### src/logic/gnn_pkg.sv
`default_nettype none

package gnn_pkg;

    //////////////////////////////////////////////////////////////////////
    // Feature stream geometry
    //////////////////////////////////////////////////////////////////////

    localparam int FV_SIZE     = 16;                    // Signed feature or weight.
    localparam int FV_PER_LINE = 4;                     // Features per bank line.
    localparam int MAX_FV_NUM  = 16;                    // Features per node vector.
    localparam int FV_IDX_W    = $clog2(MAX_FV_NUM);

    //////////////////////////////////////////////////////////////////////
    // Batch and PE array sizing
    //////////////////////////////////////////////////////////////////////

    localparam int NUM_RS_SLOTS = 4;                    // Nodes per batch, one per lane.
    localparam int MULT_PER_PE  = 4;                    // Window width.
    localparam int MAX_NODE_ID  = 256;
    localparam int NODE_ID_W    = $clog2(MAX_NODE_ID);
    localparam int ACC_W        = 40;                   // Dot product accumulator.

endpackage

`default_nettype wire

### src/logic/vertex_rs.sv
`timescale 1ns/100ps
`default_nettype none

module vertex_rs
    import gnn_pkg::*;
(
    input  wire                   clk,
    input  wire                   reset,
    input  wire                   bank_sos,
    input  wire                   bank_eos,
    input  wire  [FV_SIZE-1:0]    bank_fv_0,
    input  wire  [FV_SIZE-1:0]    bank_fv_1,
    input  wire  [FV_SIZE-1:0]    bank_fv_2,
    input  wire  [FV_SIZE-1:0]    bank_fv_3,
    input  wire  [NODE_ID_W-1:0]  bank_node_id,
    input  wire  [FV_IDX_W-1:0]   start_idx,
    input  wire                   complete,
    input  wire                   vertex_buf_idle,
    output logic [FV_SIZE-1:0]    win_0_0, win_0_1, win_0_2, win_0_3,
    output logic [FV_SIZE-1:0]    win_1_0, win_1_1, win_1_2, win_1_3,
    output logic [FV_SIZE-1:0]    win_2_0, win_2_1, win_2_2, win_2_3,
    output logic [FV_SIZE-1:0]    win_3_0, win_3_1, win_3_2, win_3_3,
    output logic [NODE_ID_W-1:0]  node_id_0, node_id_1, node_id_2, node_id_3,
    output logic                  fire,
    output logic                  rs_available,
    output logic                  rs_empty
);

    typedef enum logic [2:0] {
        st_idle        = 3'd0,
        st_receive     = 3'd1,
        st_wait_vertex = 3'd2,
        st_wait_buffer = 3'd3
    } state_t;

    state_t                                               state;
    logic [NUM_RS_SLOTS-1:0][MAX_FV_NUM-1:0][FV_SIZE-1:0]  fv_data;
    logic [NUM_RS_SLOTS-1:0][NODE_ID_W-1:0]                slot_node_id;
    logic [NUM_RS_SLOTS-1:0][MULT_PER_PE-1:0][FV_SIZE-1:0] win_q;
    logic [NUM_RS_SLOTS-1:0][NODE_ID_W-1:0]                node_id_q;
    logic [FV_PER_LINE-1:0][FV_SIZE-1:0]                   line;
    logic [$clog2(NUM_RS_SLOTS):0]                         rs_cnt;
    logic [$clog2(NUM_RS_SLOTS)-1:0]                       rs_ptr;
    logic [FV_IDX_W-1:0]                                   num_fv;
    logic                                                  line_we;
    logic                                                  release_batch;

    assign line    = {bank_fv_3, bank_fv_2, bank_fv_1, bank_fv_0};
    assign line_we = (state == st_idle && bank_sos) || state == st_receive;

    // Fourth stream ends in this cycle.
    assign fire = state == st_receive && bank_eos && rs_cnt == NUM_RS_SLOTS;

    assign rs_available = state == st_idle;
    assign rs_empty     = rs_cnt == '0;

    // Buffer drained, or the FSM left its legal states.
    assign release_batch = (state == st_wait_buffer && vertex_buf_idle) ||
                           state > st_wait_buffer;

    //////////////////////////////////////////////////////////////////////
    // Slot storage and FSM
    //////////////////////////////////////////////////////////////////////

    always_ff @(posedge clk) begin
        if (reset) begin
            state        <= st_idle;
            rs_cnt       <= '0;
            rs_ptr       <= '0;
            num_fv       <= '0;
            fv_data      <= '0;
            slot_node_id <= '0;
            win_q        <= '0;
            node_id_q    <= '0;
        end else begin
            if (line_we) begin
                for (int j = 0; j < FV_PER_LINE; j++) begin
                    fv_data[rs_ptr][num_fv + FV_IDX_W'(j)] <= line[j];
                end
            end

            case (state)
                st_idle: begin
                    if (bank_sos) begin
                        slot_node_id[rs_ptr] <= bank_node_id;
                        rs_cnt               <= rs_cnt + 1'b1;
                        num_fv               <= num_fv + FV_IDX_W'(FV_PER_LINE);
                        state                <= st_receive;
                    end
                end
                st_receive: begin
                    if (bank_eos) begin
                        num_fv <= '0;
                        if (fire) begin
                            rs_ptr <= '0;
                            state  <= st_wait_vertex;
                        end else begin
                            rs_ptr <= rs_ptr + 1'b1;  // Next slot.
                            state  <= st_idle;
                        end
                    end else begin
                        num_fv <= num_fv + FV_IDX_W'(FV_PER_LINE);
                    end
                end
                st_wait_vertex: begin
                    for (int k = 0; k < NUM_RS_SLOTS; k++) begin
                        for (int j = 0; j < MULT_PER_PE; j++) begin
                            win_q[k][j] <= fv_data[k][start_idx + FV_IDX_W'(j)];
                        end
                    end
                    node_id_q <= slot_node_id;
                    if (complete) begin
                        state <= st_wait_buffer;
                    end
                end
                st_wait_buffer: begin
                    if (vertex_buf_idle) begin
                        state <= st_idle;
                    end
                end
                default: state <= st_idle;
            endcase

            // Zeroed slots make short streams read as zeros next batch.
            if (release_batch) begin
                rs_cnt       <= '0;
                rs_ptr       <= '0;
                num_fv       <= '0;
                fv_data      <= '0;
                slot_node_id <= '0;
                win_q        <= '0;
                node_id_q    <= '0;
            end
        end
    end

    assign {win_0_3, win_0_2, win_0_1, win_0_0} = win_q[0];
    assign {win_1_3, win_1_2, win_1_1, win_1_0} = win_q[1];
    assign {win_2_3, win_2_2, win_2_1, win_2_0} = win_q[2];
    assign {win_3_3, win_3_2, win_3_1, win_3_0} = win_q[3];
    assign {node_id_3, node_id_2, node_id_1, node_id_0} = node_id_q;

endmodule

`default_nettype wire

### config.mk
export PLATFORM = sky130hd
export DESIGN_NAME = vertex_rs
export DESIGN_NICKNAME = d
export VERILOG_FILES = /design/src/logic/gnn_pkg.sv /design/src/logic/vertex_rs.sv
export SDC_FILE = /design/constraint.sdc
export NUM_CORES = 2
export LEC_CHECK = 0
export BUFFER_PORTS_ARGS = -buffer_cell sky130_fd_sc_hd__buf_2
export CAP_MARGIN = 30
export CORE_ASPECT_RATIO = 0.75
export CORE_MARGIN = 1.5
export CORE_UTILIZATION = 52
export CTS_CLUSTER_SIZE = 30
export DETAILED_ROUTE_END_ITERATION = 10
export GPL_ROUTABILITY_DRIVEN = 0
export PLACE_DENSITY = 0.8
export SKIP_LAST_GASP = 1
export SLEW_MARGIN = 30
export SYNTH_ARGS = -nofsm -noshare
export SYNTH_HDL_FRONTEND = slang
export SYNTH_SLANG_ARGS = --single-unit
### constraint.sdc
create_clock -name clk -period 3.66 [get_ports clk]
set_input_delay 0.366 -clock clk [delete_from_list [all_inputs] [get_ports clk]]
set_output_delay 0.366 -clock clk [all_outputs]
set_load 0.01 [all_outputs]
# After elaboration in Yosys (flattened, before gate mapping)
# Index checks and enable logic that the tools add are counted.
[totals]
reg_bits = 1356
[classes]
add_sub_neg = 9
order_cmp = 15
eq_ne = 8
n_mux = 65
reduce_logical = 19
[ops]
columns = ["op", "count"]
rows = [
  ["$bwmux W1024", 4],
  ["$demux W256 S2", 4],
  ["$bmux W16 S4", 16],
  ["$mux W256", 4],
  ["$mux W16", 20],
  ["$demux W16 S4", 4],
  ["$lt A4 B5 Y1 const B", 8],
  ["$bwmux W32", 1],
  ["$add A4 B2 Y4 const B", 4],
  ["$demux W8 S2", 1],
  ["$ge A4 B1 Y1 const B", 4],
  ["$mux W3", 4],
  ["$pmux W3 S4", 1],
  ["$logic_and A1 B1 Y1", 9],
  ["$add A4 B1 Y4 const B", 2],
  ["$mux W4", 2],
  ["$mux W8", 1],
  ["$ne A2 B2 Y1 const B", 4],
  ["$pmux W4 S2", 1],
  ["$eq A3 B2 Y1 const B", 2],
  ["$logic_not A3 Y1", 2],
  ["$reduce_and A2 Y1", 3],
  ["$add A4 B3 Y4 const B", 1],
  ["$mux W2", 2],
  ["11 further kinds", 12],
]

# Logic depth before layout (Yosys ltp)
[logic_depth]
word_depth = 10
ltp_mapped = 13
mapped_depth_nobuf = 7

# Worst setup path after synthesis
# OpenSTA, ideal clock, no wires.
[synth_path]
kind = "input port to flip-flop"
startpoint = "input start_idx[1]"
endpoint = "register win_q, in the netlist win_0_1[15]"
setup_ns = 0.117
t_arrival_ns = 2.858
path_slack_ns = 0.684
path_stages = 13
n_path_buf = 7
path_cell_list = "buf_4 buf_4 buf_2 buf_2 inv_1 ha_1 buf_2 buf_2 clkbuf_1 mux4_2 nand2_1 nand3_1 a32o_1"
[synth_between]
elab_chain_cells = 3
[synth_rtl]
columns = ["item", "line_no", "rtl"]
rows = [
  ["from (decl)", "vertex_rs.sv:16", "input wire [FV_IDX_W-1:0] start_idx,"],
  ["$add A4 B1 Y4", "vertex_rs.sv:108", "win_q[k][j] <= fv_data[k][start_idx + FV_IDX_W'(j)];"],
  ["$bmux W16 S4", "vertex_rs.sv:108", ""],
  ["$mux W16 (implied by the code)", "vertex_rs.sv:108", ""],
  ["to (signal, indexed assignment)", "vertex_rs.sv:108", ""],
  ["to (decl)", "vertex_rs.sv:39", "logic [NUM_RS_SLOTS-1:0][MULT_PER_PE-1:0][FV_SIZE-1:0] win_q;"],
]
# Every way passes these cells. The select of a mux whose other input is x is not followed.
# A chain may end at the register's enable or synchronous reset.

# Final worst setup path
[layout_path]
startpoint = "register state[0]"
endpoint = "register win_q, in the netlist win_1_0[15]"
[layout_between]
elab_chain_cells = 4
elab_cells_between_ends = 6
[layout_rtl]
columns = ["item", "line_no", "rtl"]
rows = [
  ["from (decl)", "vertex_rs.sv:36", "state_t state;"],
  ["from (signal assigned)", "vertex_rs.sv:67", "state <= st_idle;"],
  ["from (signal assigned)", "vertex_rs.sv:88", "state <= st_receive;"],
  ["from (signal assigned)", "vertex_rs.sv:96", "state <= st_wait_vertex;"],
  ["parallel branches: the longest is 4 deep, another holds $gt A3 B2 Y1", "--", ""],
]
# Parallel ways; which one is timed is not known.

==> flow_summary.yaml <==
sta:
  grt_setup_unrepaired: "false"
  max-slew-margin-rel_pct: 24.81
  max_freq_mhz: 351.9
  period_share_pct: 77.65
  fin_crit_ns: 2.842
  final.setup.tns_ns: 0
  maxSlewViolCount: 0
  whs_ns: 0.06506
  setup_viol: 0
  worstMarginPinSlew_ns: 1.128
  fin_worst_skew_ns: 0.04102
  hold_violations: 0
power:
  leakagePower_nw: 29.13
  pwr_density_cell_nw_per_um2: 415.4
  p_comb_share_pct: 11.8
  power_mw: 35.33
  p_clk_share_pct: 45.3
  ir_drop_uv: 508.0
  netSwitchingFraction_pct: 27.49
  p_switching_mw: 9.712
  seqPwrFrac_pct: 42.9
  p_int_mw: 25.62
clock_network:
  cts_buffer_depth: 3
  cts_setup_buffers: 0
  cts.reportedPaths.clkPinSlew_ns: 0.06
  cts-root-buf: "clkbuf_16"
  cts_buffers: 141
  h-tree-depth: 4
  cts_tree: "done"
  clock_sinks: 1353
  holdBufCountCts: 13
  post_cts_resize_count: 0
  clk_latency_ns: 0.83
flow_run:
  maxCapViolCount: 0
layout:
  stdcell_area_sq_um: 85050
  area_growth_syn_to_layout_pct: 10.03
  regMostFlops: "fv_data"
  largest_register_ff_count: 1024
  finalNonFillerCells: 9979
  drive_gt1_share_pct: 23.78
  nets: 7957
  reg_top3: "fv_data (1024), slot_node_id (32)"
synthesis:
  ys_seq_elements: 1353
  syn-cell-area_sq_um: 77300
  yosysSeqAreaShare_pct: 35.04
  synth_edf_count: 0
  synth.most_common_cell: "nand2_1"
  ys_top_cells_by_area: "dfxtp_1 35%, mux4_2 30%, nand2_1 13%"
  async_flop_share_pct: 0
  synth_area_per_cell_sq_um: 9.591
  synth_commonest_cells: "2,765 x nand2_1, 1,353 x dfxtp_1, 1,223 x a21oi_1, 1,024 x mux4_2, 449 x clkbuf_1"
  synth_ff_type: "dfxtp_1"
  synth_warnings: 0
  yosysTopAreaCell: "dfxtp_1"
  synth_cell_types: 36
  synth_nets: 8156
  netlist_instances: 8060
  yosysTopAreaCellShare_pct: 35.04
hold_path:
  hold_class: "in2reg"
status:
  status: "complete, no violations"
critical_path:
  slowest_stage: "or3_4"
  path_max_fanout: 37
  path_cells: "nand2b_1 -> or3_4 -> buf_4 -> o22ai_1 -> a21o_1"
  required_ns: 4.35
  crit_family: "simple AND/OR/NAND/NOR gates"
  crit_arrival_ns: 3.53
  cp-start-kind: "flop"
  cp-end-kind: "flop"
  path_buf_inv: 1
  critPathKind: "reg2reg"
  slowest_delay_ns: 0.87
global_routing:
  overflow: 0
  grt_max_degree: 209
  grt_pass1_vias: 66212
  grt_usage_pct: 37.27
  antenna_found_initial: 27
  grt_pass1_wl_microns: 422400
placed_design:
  io_buffers: 372
  post-place-cells: 9686
  placedInstanceArea_sq_um: 79670
  dp.final_hpwl_microns: 177400
drt:
  dr.pass1.iters: 8
  via_count: 70051
  wire_per_inst_microns: 28.71
  viasPerCell: 7.020
  drc: 0
  drtIter0Drc: 11793
  drtAntennaViolNets: 0
  wl_microns: 286500
floorplan:
  die_w_microns: 448.2
  initial_core_util_pct: 52.37
  boundaryPins: 373
  dieArea_sq_um: 151000
  coreArea_sq_um: 147600
  rows: 122
  fp.dieH_microns: 336.9
==> worst paths after layout <==
path	slack [ns]	depth (start not counted)	startpoint	to
worst min-delay path	0.07	4	bank_sos	num_fv[3]
worst max register to register	0.82	5	state[0]	win_1_0[15]
worst max-delay path	0.82	5	state[0]	win_1_0[15]
worst min register to register	0.45	1	win_3_0[7]	win_3_0[7]
==> routing by layer <==
layer	track usage, %	vias up	wire [microns]
met5	0.4762	-	272
met4	26.84	30	25000
met3	17.53	1478	53620
met2	51.92	6268	117000
met1	45.05	33525	90620
li1	-	28750	-
==> cells in the final DEF, fill, tap and decap left out, types with 5 or more instances in the layout <==
cell type / instances
a21o_1: 64
mux2i_1: 128
mux4_2: 1024
a211o_1: 64
a22o_1: 64
buf_2: 369
o22ai_1: 64
buf_12: 58
and3_2: 16
inv_1: 8
buf_16: 5
clkbuf_16: 148
a221oi_2: 47
o21ai_0: 65
clkbuf_8: 22
ha_1: 13
diode_2: 17
clkbuf_1: 23
dlygate4sd3_1: 13
nand3_2: 15
nand2_1: 2763
a21oi_1: 1223
buf_4: 99
dfxtp_1: 1353
nor2_1: 11
bufinv_16: 21
a221oi_1: 17
and3_1: 5
clkinvlp_4: 12
a32o_1: 64
clkinv_2: 21
clkinv_8: 5
nand3_1: 129
==> worst reg2reg max path, delay by kind of cell, from the launching register on <==
kind,cells,cell delay [ns]
flip-flops,1,0.48
AO/OA/AOI/OAI,2,0.60
AND/OR/NAND/NOR,2,1.13
buffers and inverters,1,0.54
==> through the flow <==
| stage | util (%) | setup WS, ns |
|---|---|---|
| after floorplan | - | 0.6845 |
| after detailed placement | 53.98 | 0.7334 |
| after global placement | 53.94 | 0.8231 |
| final | 57.62 | 0.8181 |
| after global routing | 57.60 | 0.7040 |
| after CTS | 57.53 | 0.8439 |
==> power groups by stage <==
stage / clock, mW / combinational, mW / sequential (mW)
global route: 16.6 / 4.22 / 15.2
finish: 16.0 / 4.17 / 15.1
floorplan: 0 / 2.72 / 15.4
detailed placement: 0 / 3.93 / 15.5
global placement: 0 / 3.84 / 15.4
CTS: 16.0 / 3.95 / 15.1
==> area by class of cell <==
cell class | count | area (sq um)
Clock buffer | 192 | 4079
Fill cell | 11762 | 62560
Timing Repair Buffer | 547 | 4059
Clock inverter | 68 | 1040
Inverter | 8 | 30.03
Tap cell | 1984 | 2482
Antenna cell | 17 | 42.54
Sequential cell | 1353 | 27090
Multi-Input combinational cell | 5810 | 46240
==> logic make-up after synthesis <==
kind of cell | count (synthesis) | share of synthesized area (%)
and+or+nand+nor | 2958 | 14.76
AOI/OAI and AO/OA | 1674 | 12.88
DFF | 1353 | 35.04
muxes | 1153 | 31.51
buffers and inverters | 897 | 5.458
adders and majority gates | 14 | 0.2266
xor gates and xnor gates | 11 | 0.1246
No activity file was read; power rests on OpenSTA's default activity.
