**src/logic/gnn_pkg.sv**
```systemverilog
`default_nettype none

package gnn_pkg;

    //////////////////////////////////////////////////////////////////////
    // Feature stream geometry
    //////////////////////////////////////////////////////////////////////

    localparam int FV_SIZE     = 16;                    // Signed feature or weight.
    localparam int FV_PER_LINE = 4;                     // Features per bank line.
    localparam int MAX_FV_NUM  = 16;                    // Features per node vector.
    localparam int FV_IDX_W    = $clog2(MAX_FV_NUM);

    //////////////////////////////////////////////////////////////////////
    // Batch and PE array sizing
    //////////////////////////////////////////////////////////////////////

    localparam int NUM_RS_SLOTS = 4;                    // Nodes per batch, one per lane.
    localparam int MULT_PER_PE  = 4;                    // Window width.
    localparam int MAX_NODE_ID  = 256;
    localparam int NODE_ID_W    = $clog2(MAX_NODE_ID);
    localparam int ACC_W        = 40;                   // Dot product accumulator.

endpackage

`default_nettype wire

```
**src/logic/weight_bank.sv**
```systemverilog
`timescale 1ns/100ps
`default_nettype none

module weight_bank
    import gnn_pkg::*;
(
    input  wire                 clk,
    input  wire                 reset,
    input  wire                 weight_we,
    input  wire  [FV_IDX_W-1:0] weight_addr,
    input  wire  [FV_SIZE-1:0]  weight_data,
    input  wire  [FV_IDX_W-1:0] start_idx,
    output logic [FV_SIZE-1:0]  w_0,
    output logic [FV_SIZE-1:0]  w_1,
    output logic [FV_SIZE-1:0]  w_2,
    output logic [FV_SIZE-1:0]  w_3
);

    logic [MAX_FV_NUM-1:0][FV_SIZE-1:0]  weights;
    logic [MULT_PER_PE-1:0][FV_SIZE-1:0] w_win;

    always_ff @(posedge clk) begin
        if (reset) begin
            weights <= '0;
            w_win   <= '0;
        end else begin
            if (weight_we) begin
                weights[weight_addr] <= weight_data;
            end
            // Same latency as the station window.
            for (int j = 0; j < MULT_PER_PE; j++) begin
                w_win[j] <= weights[start_idx + FV_IDX_W'(j)];
            end
        end
    end

    assign {w_3, w_2, w_1, w_0} = w_win;

endmodule

`default_nettype wire

```
**config.mk**
```make
export PLATFORM = sky130hd
export DESIGN_NAME = weight_bank
export DESIGN_NICKNAME = d
export VERILOG_FILES = /design/src/logic/gnn_pkg.sv /design/src/logic/weight_bank.sv
export SDC_FILE = /design/constraint.sdc
export NUM_CORES = 1
export LEC_CHECK = 0
export BUFFER_PORTS_ARGS = -buffer_cell sky130_fd_sc_hd__buf_2
export CORE_MARGIN = 1.5
export CORE_UTILIZATION = 47
export DETAILED_ROUTE_END_ITERATION = 7
export GPL_TIMING_DRIVEN = 1
export PLACE_DENSITY = 0.6
export RECOVER_POWER = 100
export SLEW_MARGIN = 20
export SYNTH_ARGS = -nofsm -noshare
export SYNTH_HDL_FRONTEND = slang
export SYNTH_SLANG_ARGS = --single-unit
```
**constraint.sdc**
```tcl
create_clock -name clk -period 4.1 [get_ports clk]
set_input_delay 0.82 -clock clk [delete_from_list [all_inputs] [get_ports clk]]
set_output_delay 0.82 -clock clk [all_outputs]
set_load 0.1 [all_outputs]
```
After elaboration in Yosys (flattened, before gate mapping)
Cells that the tools add are included.
Operators by class
  multiplexer cells: 11
  $lt $le $gt $ge: 6
  reduce and logical (&&, ||, !) cells: 1
  add/sub/neg operators: 3
Operators by type and width (number)
  binary-select mux 16 bit (select 4 bit): 4
  bitwise mux 256 bit: 1
  two-way mux 16 bit: 5
  demux 16 bit (select 4 bit): 1
  < comparator 4 x 5 -> 1 bit (second input constant): 5
  adder 4 x 2 -> 4 bit (second input constant): 2
  adder 4 x 1 -> 4 bit (second input constant): 1
  >= comparator 4 x 1 -> 1 bit (second input constant): 1
  logical AND 1 bit: 1
Word-level totals
  word-level logic and storage cells: 41
  output and inout port bits: 64
  bits in registers: 320
  input port bits: 27

Depth between registers and ports, before layout
Gate-level depths: netlist (run 1).
  depth after elaboration: 5
  mapped depth: 11
  depth with buffers taken out: 6

Worst setup path before layout (run 1)
Ideal clock, no wire load.
  kind: input to register
  start point: in start_idx[0]
  end point: reg w_win (netlist bit w_1[10])
  setup time: 76 ps
  data arrival time: 3006 ps
  setup slack: 1018 ps
  stages on the path: 11
  cells stage by stage: buf_4 > buf_6 > buf_4 > buf_2 > inv_1 > ha_1 > buf_2 > clkinv_1 > buf_2 > mux4_2 > o22ai_1
On the way
  word-level cells in the longest chain between the ends: 3
Ends and longest elaborated chain
  start, declared: RTL line weight_bank.sv:12  | input wire [FV_IDX_W-1:0] start_idx,
  adder 4 x 1 -> 4 bit: RTL line weight_bank.sv:32  | w_win[j] <= weights[start_idx + FV_IDX_W'(j)];
  binary-select mux 16 bit (select 4 bit): RTL line weight_bank.sv:32
  two-way mux 16 bit (not written as such): RTL line weight_bank.sv:32
  end signal, assigned by index: RTL line weight_bank.sv:32
  end, declared: RTL line weight_bank.sv:20  | logic [MULT_PER_PE-1:0][FV_SIZE-1:0] w_win;
No other way between the ends. The select of a mux whose other input is x is not followed.
A chain may end at the register's enable or synchronous reset.

Worst setup path after layout (run 1)
  start point: in weight_addr[2]
  end point: reg weights[3] (netlist name)
On the way
  word-level cells in the longest chain between the ends: 5
  elaborated cells between the ends (all ways): 6
Ends and longest elaborated chain
  start, declared: RTL line weight_bank.sv:10  | input wire [FV_IDX_W-1:0] weight_addr,
  < comparator 4 x 5 -> 1 bit (not written as such) or >= comparator 4 x 1 -> 1 bit (tied branches): RTL line weight_bank.sv:28  | weights[weight_addr] <= weight_data;
  logical AND 1 bit (not written as such): RTL line weight_bank.sv:28
  two-way mux 16 bit (not written as such): RTL line weight_bank.sv:28
  demux 16 bit (select 4 bit) *: RTL line weight_bank.sv:28
  bitwise mux 256 bit *: RTL line weight_bank.sv:28
  end signal, assigned by index: RTL line weight_bank.sv:28
  end, declared: RTL line weight_bank.sv:19  | logic [MAX_FV_NUM-1:0][FV_SIZE-1:0] weights;
Every way passes the cells marked *; elsewhere a longest branch is shown, timed or not.

==> results.py, run 1 <==
metrics = {
    "run_status": {
        "outcome": "finished, violations left",
        "violations": "max-capacitance violations, max-slew violations",
    },
    "timing": {
        "min_period_ns": 3.610,
        "slew_headroom_pct": -46.12,
        "rsz0062_at_grt": "no",
        "tns_ns": 0,
        "skew_ns": 0.005759,
        "slew_viol_final": 237,
        "max_clock_freq_mhz": 277.0,
        "setup_viol_count_final": 0,
        "finalHoldViolations": 0,
        "fin_crit_sh_pct": 88.04,
        "worstMarginPinSlew_ns": 2.192,
    },
    "synthesis": {
        "ys_types": 30,
        "synth.net_count": 1810,
        "synthesis.area_um2": 17520,
        "yosysSeqAreaShare_pct": 36.56,
        "syn_inst": 1779,
        "synth_warnings": 0,
        "syn_area_per_cell_um2": 9.849,
        "ys_seq_elements": 320,
    },
    "clock_network": {
        "root_buffer": "clkbuf_16",
        "clockBufferDepth": 3,
        "worstSkewPairLatency_ns": 0.53,
        "holdBufCountCts": 0,
        "path_clk_slew_ns": 0.06,
        "cts_made_buffers": 36,
        "cts_resized": 0,
        "htree_levels": 2,
        "cts_setup_buffers": 0,
        "cts_tree": "yes",
        "clock-sinks": 320,
    },
    "grt": {
        "grt_pass1_wl_um": 90180,
        "grt_pass1_vias": 13830,
        "antenna_found_initial": 6,
        "grt_overflow_total": 0,
        "grt_usage_pct": 32.15,
        "grt_max_degree": 129,
    },
    "worst_setup_path": {
        "cp-end-kind": "flip-flop",
        "worstSetupStartpointType": "input pin",
        "cp.arrival_ns": 4.06,
        "critPathKind": "input pin to flip-flop",
        "crit_required_ns": 4.55,
        "cp_max_fo": 10,
    },
    "floorplanning": {
        "rows": 70,
        "die_h_um": 196.1,
        "io_pins": 91,
        "dieArea_um2": 38450,
        "die_w_um": 196.1,
        "start_util_pct": 47.75,
        "core_um2": 36700,
    },
    "placement": {
        "place_area_um2": 18190,
        "dp.final_hpwl_um": 37880,
        "port_buffers": 90,
        "gp_congestion": 0.8579,
    },
    "pwr": {
        "cellPowerDensity_nw_per_um2": 379.8,
        "ir_worst_vdd_mv": 0.2199,
        "p_leak_uw": 0.006387,
    },
    "detailed_routing": {
        "dr.pass1.iters": 5,
        "vias": 14710,
        "first_iter_violations": 1519,
        "routedWlPerCell_um": 26.99,
        "viasPerCell": 6.451,
        "routed_wl_um": 61530,
        "detail-route-antenna-nets": 0,
        "drc": 0,
    },
    "final_layout": {
        "syn_to_final_growth_pct": 9.704,
        "drive_gt1_share_pct": 17.59,
        "design_area_um2": 19220,
        "fillers": 3343,
        "nets": 1814,
    },
    "run": {
        "maxCapViolCount": 13,
    },
    "min_path": {
        "hold_path_class": "flip-flop to flip-flop",
    },
}
## cell families after synthesis
| kind of cell | count (synthesis) | synth area share (%) |
|---|---|---|
| adder cells (fa/ha/maj) | 4 | 0.2856 |
| AND/OR/NAND/NOR | 567 | 12.67 |
| buffers and inverters | 178 | 4.963 |
| multiplexers | 384 | 35.65 |
| XOR/XNOR | 5 | 0.2500 |
| AO/OA/AOI/OAI | 321 | 9.626 |
| flip-flops | 320 | 36.56 |
## synthesized netlist by cell type
cell type / n / area (µm²)
or3b_4: 1 / 11.26
or2_2: 3 / 18.77
xnor2_1: 3 / 26.28
nand3b_1: 2 / 15.01
nor3_4: 1 / 16.27
clkbuf_1: 92 / 345.3
nor2b_1: 2 / 12.51
xor2_1: 2 / 17.52
clkinv_1: 1 / 3.750
mux4_2: 192 / 4324
nand2b_1: 6 / 37.54
and3_1: 1 / 6.260
buf_6: 16 / 180.2
and3b_1: 2 / 17.52
nor2_2: 3 / 18.77
dfxtp_1: 320 / 6406
ha_1: 4 / 50.05
o22ai_1: 64 / 400.4
inv_1: 2 / 7.510
nand2_1: 526 / 1974
nor2_1: 10 / 37.54
mux2i_1: 192 / 1922
nor3b_1: 1 / 7.510
a21oi_1: 257 / 1286
nor3_1: 3 / 15.01
or2_1: 1 / 6.260
buf_1: 14 / 52.55
buf_4: 6 / 45.04
nand3_1: 5 / 25.02
buf_2: 47 / 235.2
## layer usage
| layer | vias up | share of wire [%] | track usage (%) |
|---|---|---|---|
| li1 | 6413 | - | - |
| met1 | 7304 | 38 | 41.32 |
| met2 | 799 | 47 | 51.44 |
| met3 | 190 | 10 | 6.825 |
| met4 | 2 | 5.1 | 16.18 |
| met5 | - | 0.021 | 0 |
## layout by cell type (no fill, tap or decap), types with 3 or more instances in the layout
cell type,instances
buf_4,29
dfxtp_1,320
buf_2,21
a21oi_1,257
clkbuf_16,37
clkbuf_2,3
nor2_1,11
diode_2,4
ha_1,3
clkbuf_8,7
inv_1,3
mux2i_1,192
clkbuf_1,88
nand3_1,5
nand2b_1,6
buf_6,3
buf_12,3
nand2_1,526
bufinv_16,3
mux4_2,192
o22ai_1,64
or2_2,3
clkinv_2,7
## final cells by class
type                            instances  area, µm²  share of cell area (%)
Multi-Input combinational cell       1281      10270                   53.42
Sequential cell                       320       6406                   33.33
Clock buffer                           51       1049                   5.455
Timing Repair Buffer                  141      750.7                   3.905
Tap cell                              468      585.6                   3.046
Clock inverter                         12      141.4                  0.7355
Inverter                                3      11.26                 0.05858
Antenna cell                            4      10.01                 0.05207
## registers in the layout, indices dropped and copies added (netlist names)
register / cells
w_0: 16
w_1: 16
w_3: 16
weights: 256
w_2: 16
## critical path: stages
cell	delay, ns
clkbuf_1	0.15
or3b_1	0.49
nor3_1	1.48
clkbuf_1	0.84
nand2_1	0.14
a21oi_1	0.15
## path summary, 6_finish.rpt
| path | from | to | slack [ns] | cells after the start |
|---|---|---|---|---|
| setup / recovery | weight_addr[2] | weights[3]$_SDFFE_PP0P_ | 0.49 | 6 |
| hold / removal | weights[242]$_SDFFE_PP0P_ | weights[242]$_SDFFE_PP0P_ | 0.48 | 2 |
| setup reg to reg | weights[116]$_SDFFE_PP0P_ | w_0[4]$_SDFF_PP0_ | 2.62 | 3 |
| hold reg to reg | weights[242]$_SDFFE_PP0P_ | weights[242]$_SDFFE_PP0P_ | 0.48 | 2 |
## metrics by stage
step / total power, µW / instances / setup slack (ns) / utilization [%] / hold slack [ns]
6_report: 7300 / 2280 / 0.4904 / 52.38 / 0.4794
5_1_grt: 7490 / 2276 / 0.5670 / 52.35 / 0.4930
4_1_cts: 7320 / 2276 / 1.228 / 52.81 / 0.4801
3_5_place_dp: 4053 / 2213 / 0.7000 / 49.56 / 0.4721
3_3_place_gp: 4040 / 2213 / 0.7761 / 49.56 / 0.4668
2_1_floorplan: 3842 / 1779 / 1.018 / - / 0.4553
## where the power goes
group | switching, µW | internal, µW
registers | 38.0 | 3150
clock network | 1340 | 1970
logic | 526 | 276
Power figures use the tool's default switching activity.
==> run 2: changes to the inputs <==
--- a/config.mk
+++ b/config.mk
@@ -10,9 +10,10 @@
 export CORE_UTILIZATION = 47
 export DETAILED_ROUTE_END_ITERATION = 7
 export GPL_TIMING_DRIVEN = 1
-export PLACE_DENSITY = 0.6
+export PLACE_DENSITY_LB_ADDON = 0.2
 export RECOVER_POWER = 100
 export SLEW_MARGIN = 20
 export SYNTH_ARGS = -nofsm -noshare
 export SYNTH_HDL_FRONTEND = slang
 export SYNTH_SLANG_ARGS = --single-unit
+export TNS_END_PERCENT = 10
==> run 2 against run 1 <==
Compared with the run above: the run still ends with max-capacitance violations, max-slew violations left; clock power barely moved; worst hold slack improved by 0.0014 ns; setup slack improved by 0.42 ns; highest routed layer unchanged.
==> results.py, run 2 (synthesized netlist as in run 1, its figures left out) <==
metrics = {
    "floorplanning": {
        "start_util_pct": 47.75,
        "die_w_um": 196.1,
        "core_um2": 36700,
        "io_pins": 91,
        "die_h_um": 196.1,
        "rows": 70,
        "dieArea_um2": 38450,
    },
    "timing": {
        "max_clock_freq_mhz": 313.5,
        "slew_headroom_pct": -45.89,
        "setup_viol_count_final": 0,
        "tns_ns": 0,
        "fin_crit_sh_pct": 77.80,
        "whs_ns": 0.4808,
        "skew_ns": 0.01847,
        "finalHoldViolations": 0,
        "slew_viol_final": 232,
        "rsz0062_at_grt": "no",
        "min_period_ns": 3.190,
        "worstMarginPinSlew_ns": 2.188,
    },
    "pwr": {
        "cellPowerDensity_nw_per_um2": 378.8,
        "ir_worst_vdd_mv": 0.2446,
        "report.power.total_uw": 7292,
        "p_leak_uw": 0.006385,
        "p_int_uw": 5391,
        "power_frac_comb_pct": 11.2,
        "power.switching_uw": 1901,
        "power.clock.fraction_pct": 45.1,
        "seqPwrFrac_pct": 43.7,
        "p_sw_share_pct": 26.07,
    },
    "worst_setup_path": {
        "critPathKind": "input pin to flip-flop",
        "cp-end-kind": "flip-flop",
        "slowest_delay_ns": 1.56,
        "r2r-start": "weights[7]$_SDFFE_PP0P_",
        "worstPathCellList": "clkbuf_1 -> nor2_1 -> nand2_1 -> clkbuf_1 -> nand2_1 -> a21oi_1",
        "path_delay_family": "buffers and inverters",
        "r2r_cells": 3,
        "regToRegSetupSlack_ns": 2.76,
        "crit_required_ns": 4.55,
        "cpMaxStageDelayCell": "clkbuf_1",
        "reg2reg_to": "w_1[7]$_SDFF_PP0_",
        "path_buf_inv": 2,
        "cp_max_fo": 16,
        "cp.arrival_ns": 3.64,
        "worstSetupStartpointType": "input pin",
    },
    "clock_network": {
        "htree_levels": 2,
        "root_buffer": "clkbuf_16",
        "cts_made_buffers": 36,
        "worstSkewPairLatency_ns": 0.53,
        "cts_setup_buffers": 0,
        "clockBufferDepth": 3,
        "cts_tree": "yes",
        "clock-sinks": 320,
        "cts_resized": 0,
        "path_clk_slew_ns": 0.06,
        "holdBufCountCts": 0,
    },
    "run": {
        "maxCapViolCount": 6,
    },
    "min_path": {
        "hold_path_class": "flip-flop to flip-flop",
        "hp-start": "weights[47]$_SDFFE_PP0P_",
        "holdPathStages": 2,
        "min_to": "weights[47]$_SDFFE_PP0P_",
    },
    "final_layout": {
        "final_cell_mix": "526 x nand2_1, 320 x dfxtp_1, 257 x a21oi_1",
        "nets": 1807,
        "largest-register": "weights",
        "largest_reg_flops": 256,
        "syn_to_final_growth_pct": 9.861,
        "drive_gt1_share_pct": 18.33,
        "layout_commonest_cell": "nand2_1",
    },
    "grt": {
        "grt_pass1_wl_um": 89950,
        "grt_overflow_total": 0,
        "grt_usage_pct": 31.85,
        "antenna_found_initial": 6,
        "grt_pass1_vias": 13740,
        "grt_max_degree": 130,
    },
    "detailed_routing": {
        "dr.pass1.iters": 5,
        "drc": 0,
        "vias": 14790,
        "first_iter_violations": 1728,
        "viasPerCell": 6.517,
        "detail-route-antenna-nets": 0,
        "routed_wl_um": 61720,
        "routedWlPerCell_um": 27.20,
    },
    "placement": {
        "port_buffers": 90,
        "gp_congestion": 0.8386,
        "dp.final_hpwl_um": 36420,
    },
    "run_status": {
        "outcome": "finished, violations left",
        "violations": "max-capacitance violations, max-slew violations",
    },
}
## run 2: how the worst max path moves through the flow
stage | start | endpoint | slack, ns | depth (start not counted)
final | weight_addr[1] | weights[206]$_SDFFE_PP0P_ | 0.91 | 6
after global routing | weight_addr[1] | weights[199]$_SDFFE_PP0P_ | 0.91 | 6
after CTS | start_idx[1] | w_1[13]$_SDFF_PP0_ | 1.64 | 7
after detailed placement | start_idx[1] | w_1[13]$_SDFF_PP0_ | 1.09 | 7
after global placement | start_idx[1] | w_1[1]$_SDFF_PP0_ | 1.15 | 7
after floorplan | start_idx[0] | w_1[10]$_SDFF_PP0_ | 1.02 | 11
## run 2: cell type report
cell class                 instances  area, µm²
antenna                            1      2.502
sequential                       320       6406
clock buffer                      50       1045
tap                              468      585.6
timing repair buffer             134      744.5
inverter                           3      11.26
clock inverter                    12      137.6
fill                            3320      17450
multi-input combinational       1281      10320
## run 2: metal layers
layer | up-vias | GRT usage [%] | part of all wire, %
met5 | - | 0 | 0.076
met4 | 8 | 10.80 | 3.0
met3 | 127 | 7.512 | 10
met2 | 753 | 50.53 | 46
met1 | 7495 | 42.86 | 40
li1 | 6405 | - | -
## run 2: worst min-delay path: cells and delay by family (launching register included)
kind | cells | cell delay [ns]
AOI/OAI and AO/OA | 1 | 0.05
and+or+nand+nor | 1 | 0.06
DFF | 1 | 0.32
## run 2: power by group through the flow
stage	sequential (µW)	combinational, µW	clock (µW)
2_1_floorplan	3290	549	0
3_3_place_gp	3250	794	0
3_5_place_dp	3250	806	0
4_1_cts	3180	808	3310
5_1_grt	3190	849	3440
6_report	3190	817	3290
## run 2: per-stage QoR
step | cells | setup slack [ns] | util, % | area [µm²]
after global placement | 2205 | 1.154 | 49.56 | 18190
after CTS | 2267 | 1.636 | 52.79 | 19370
after detailed placement | 2205 | 1.093 | 49.56 | 18190
after global routing | 2268 | 0.9110 | 52.45 | 19250
after floorplan | 1779 | 1.018 | - | 17520
final | 2269 | 0.9102 | 52.45 | 19250
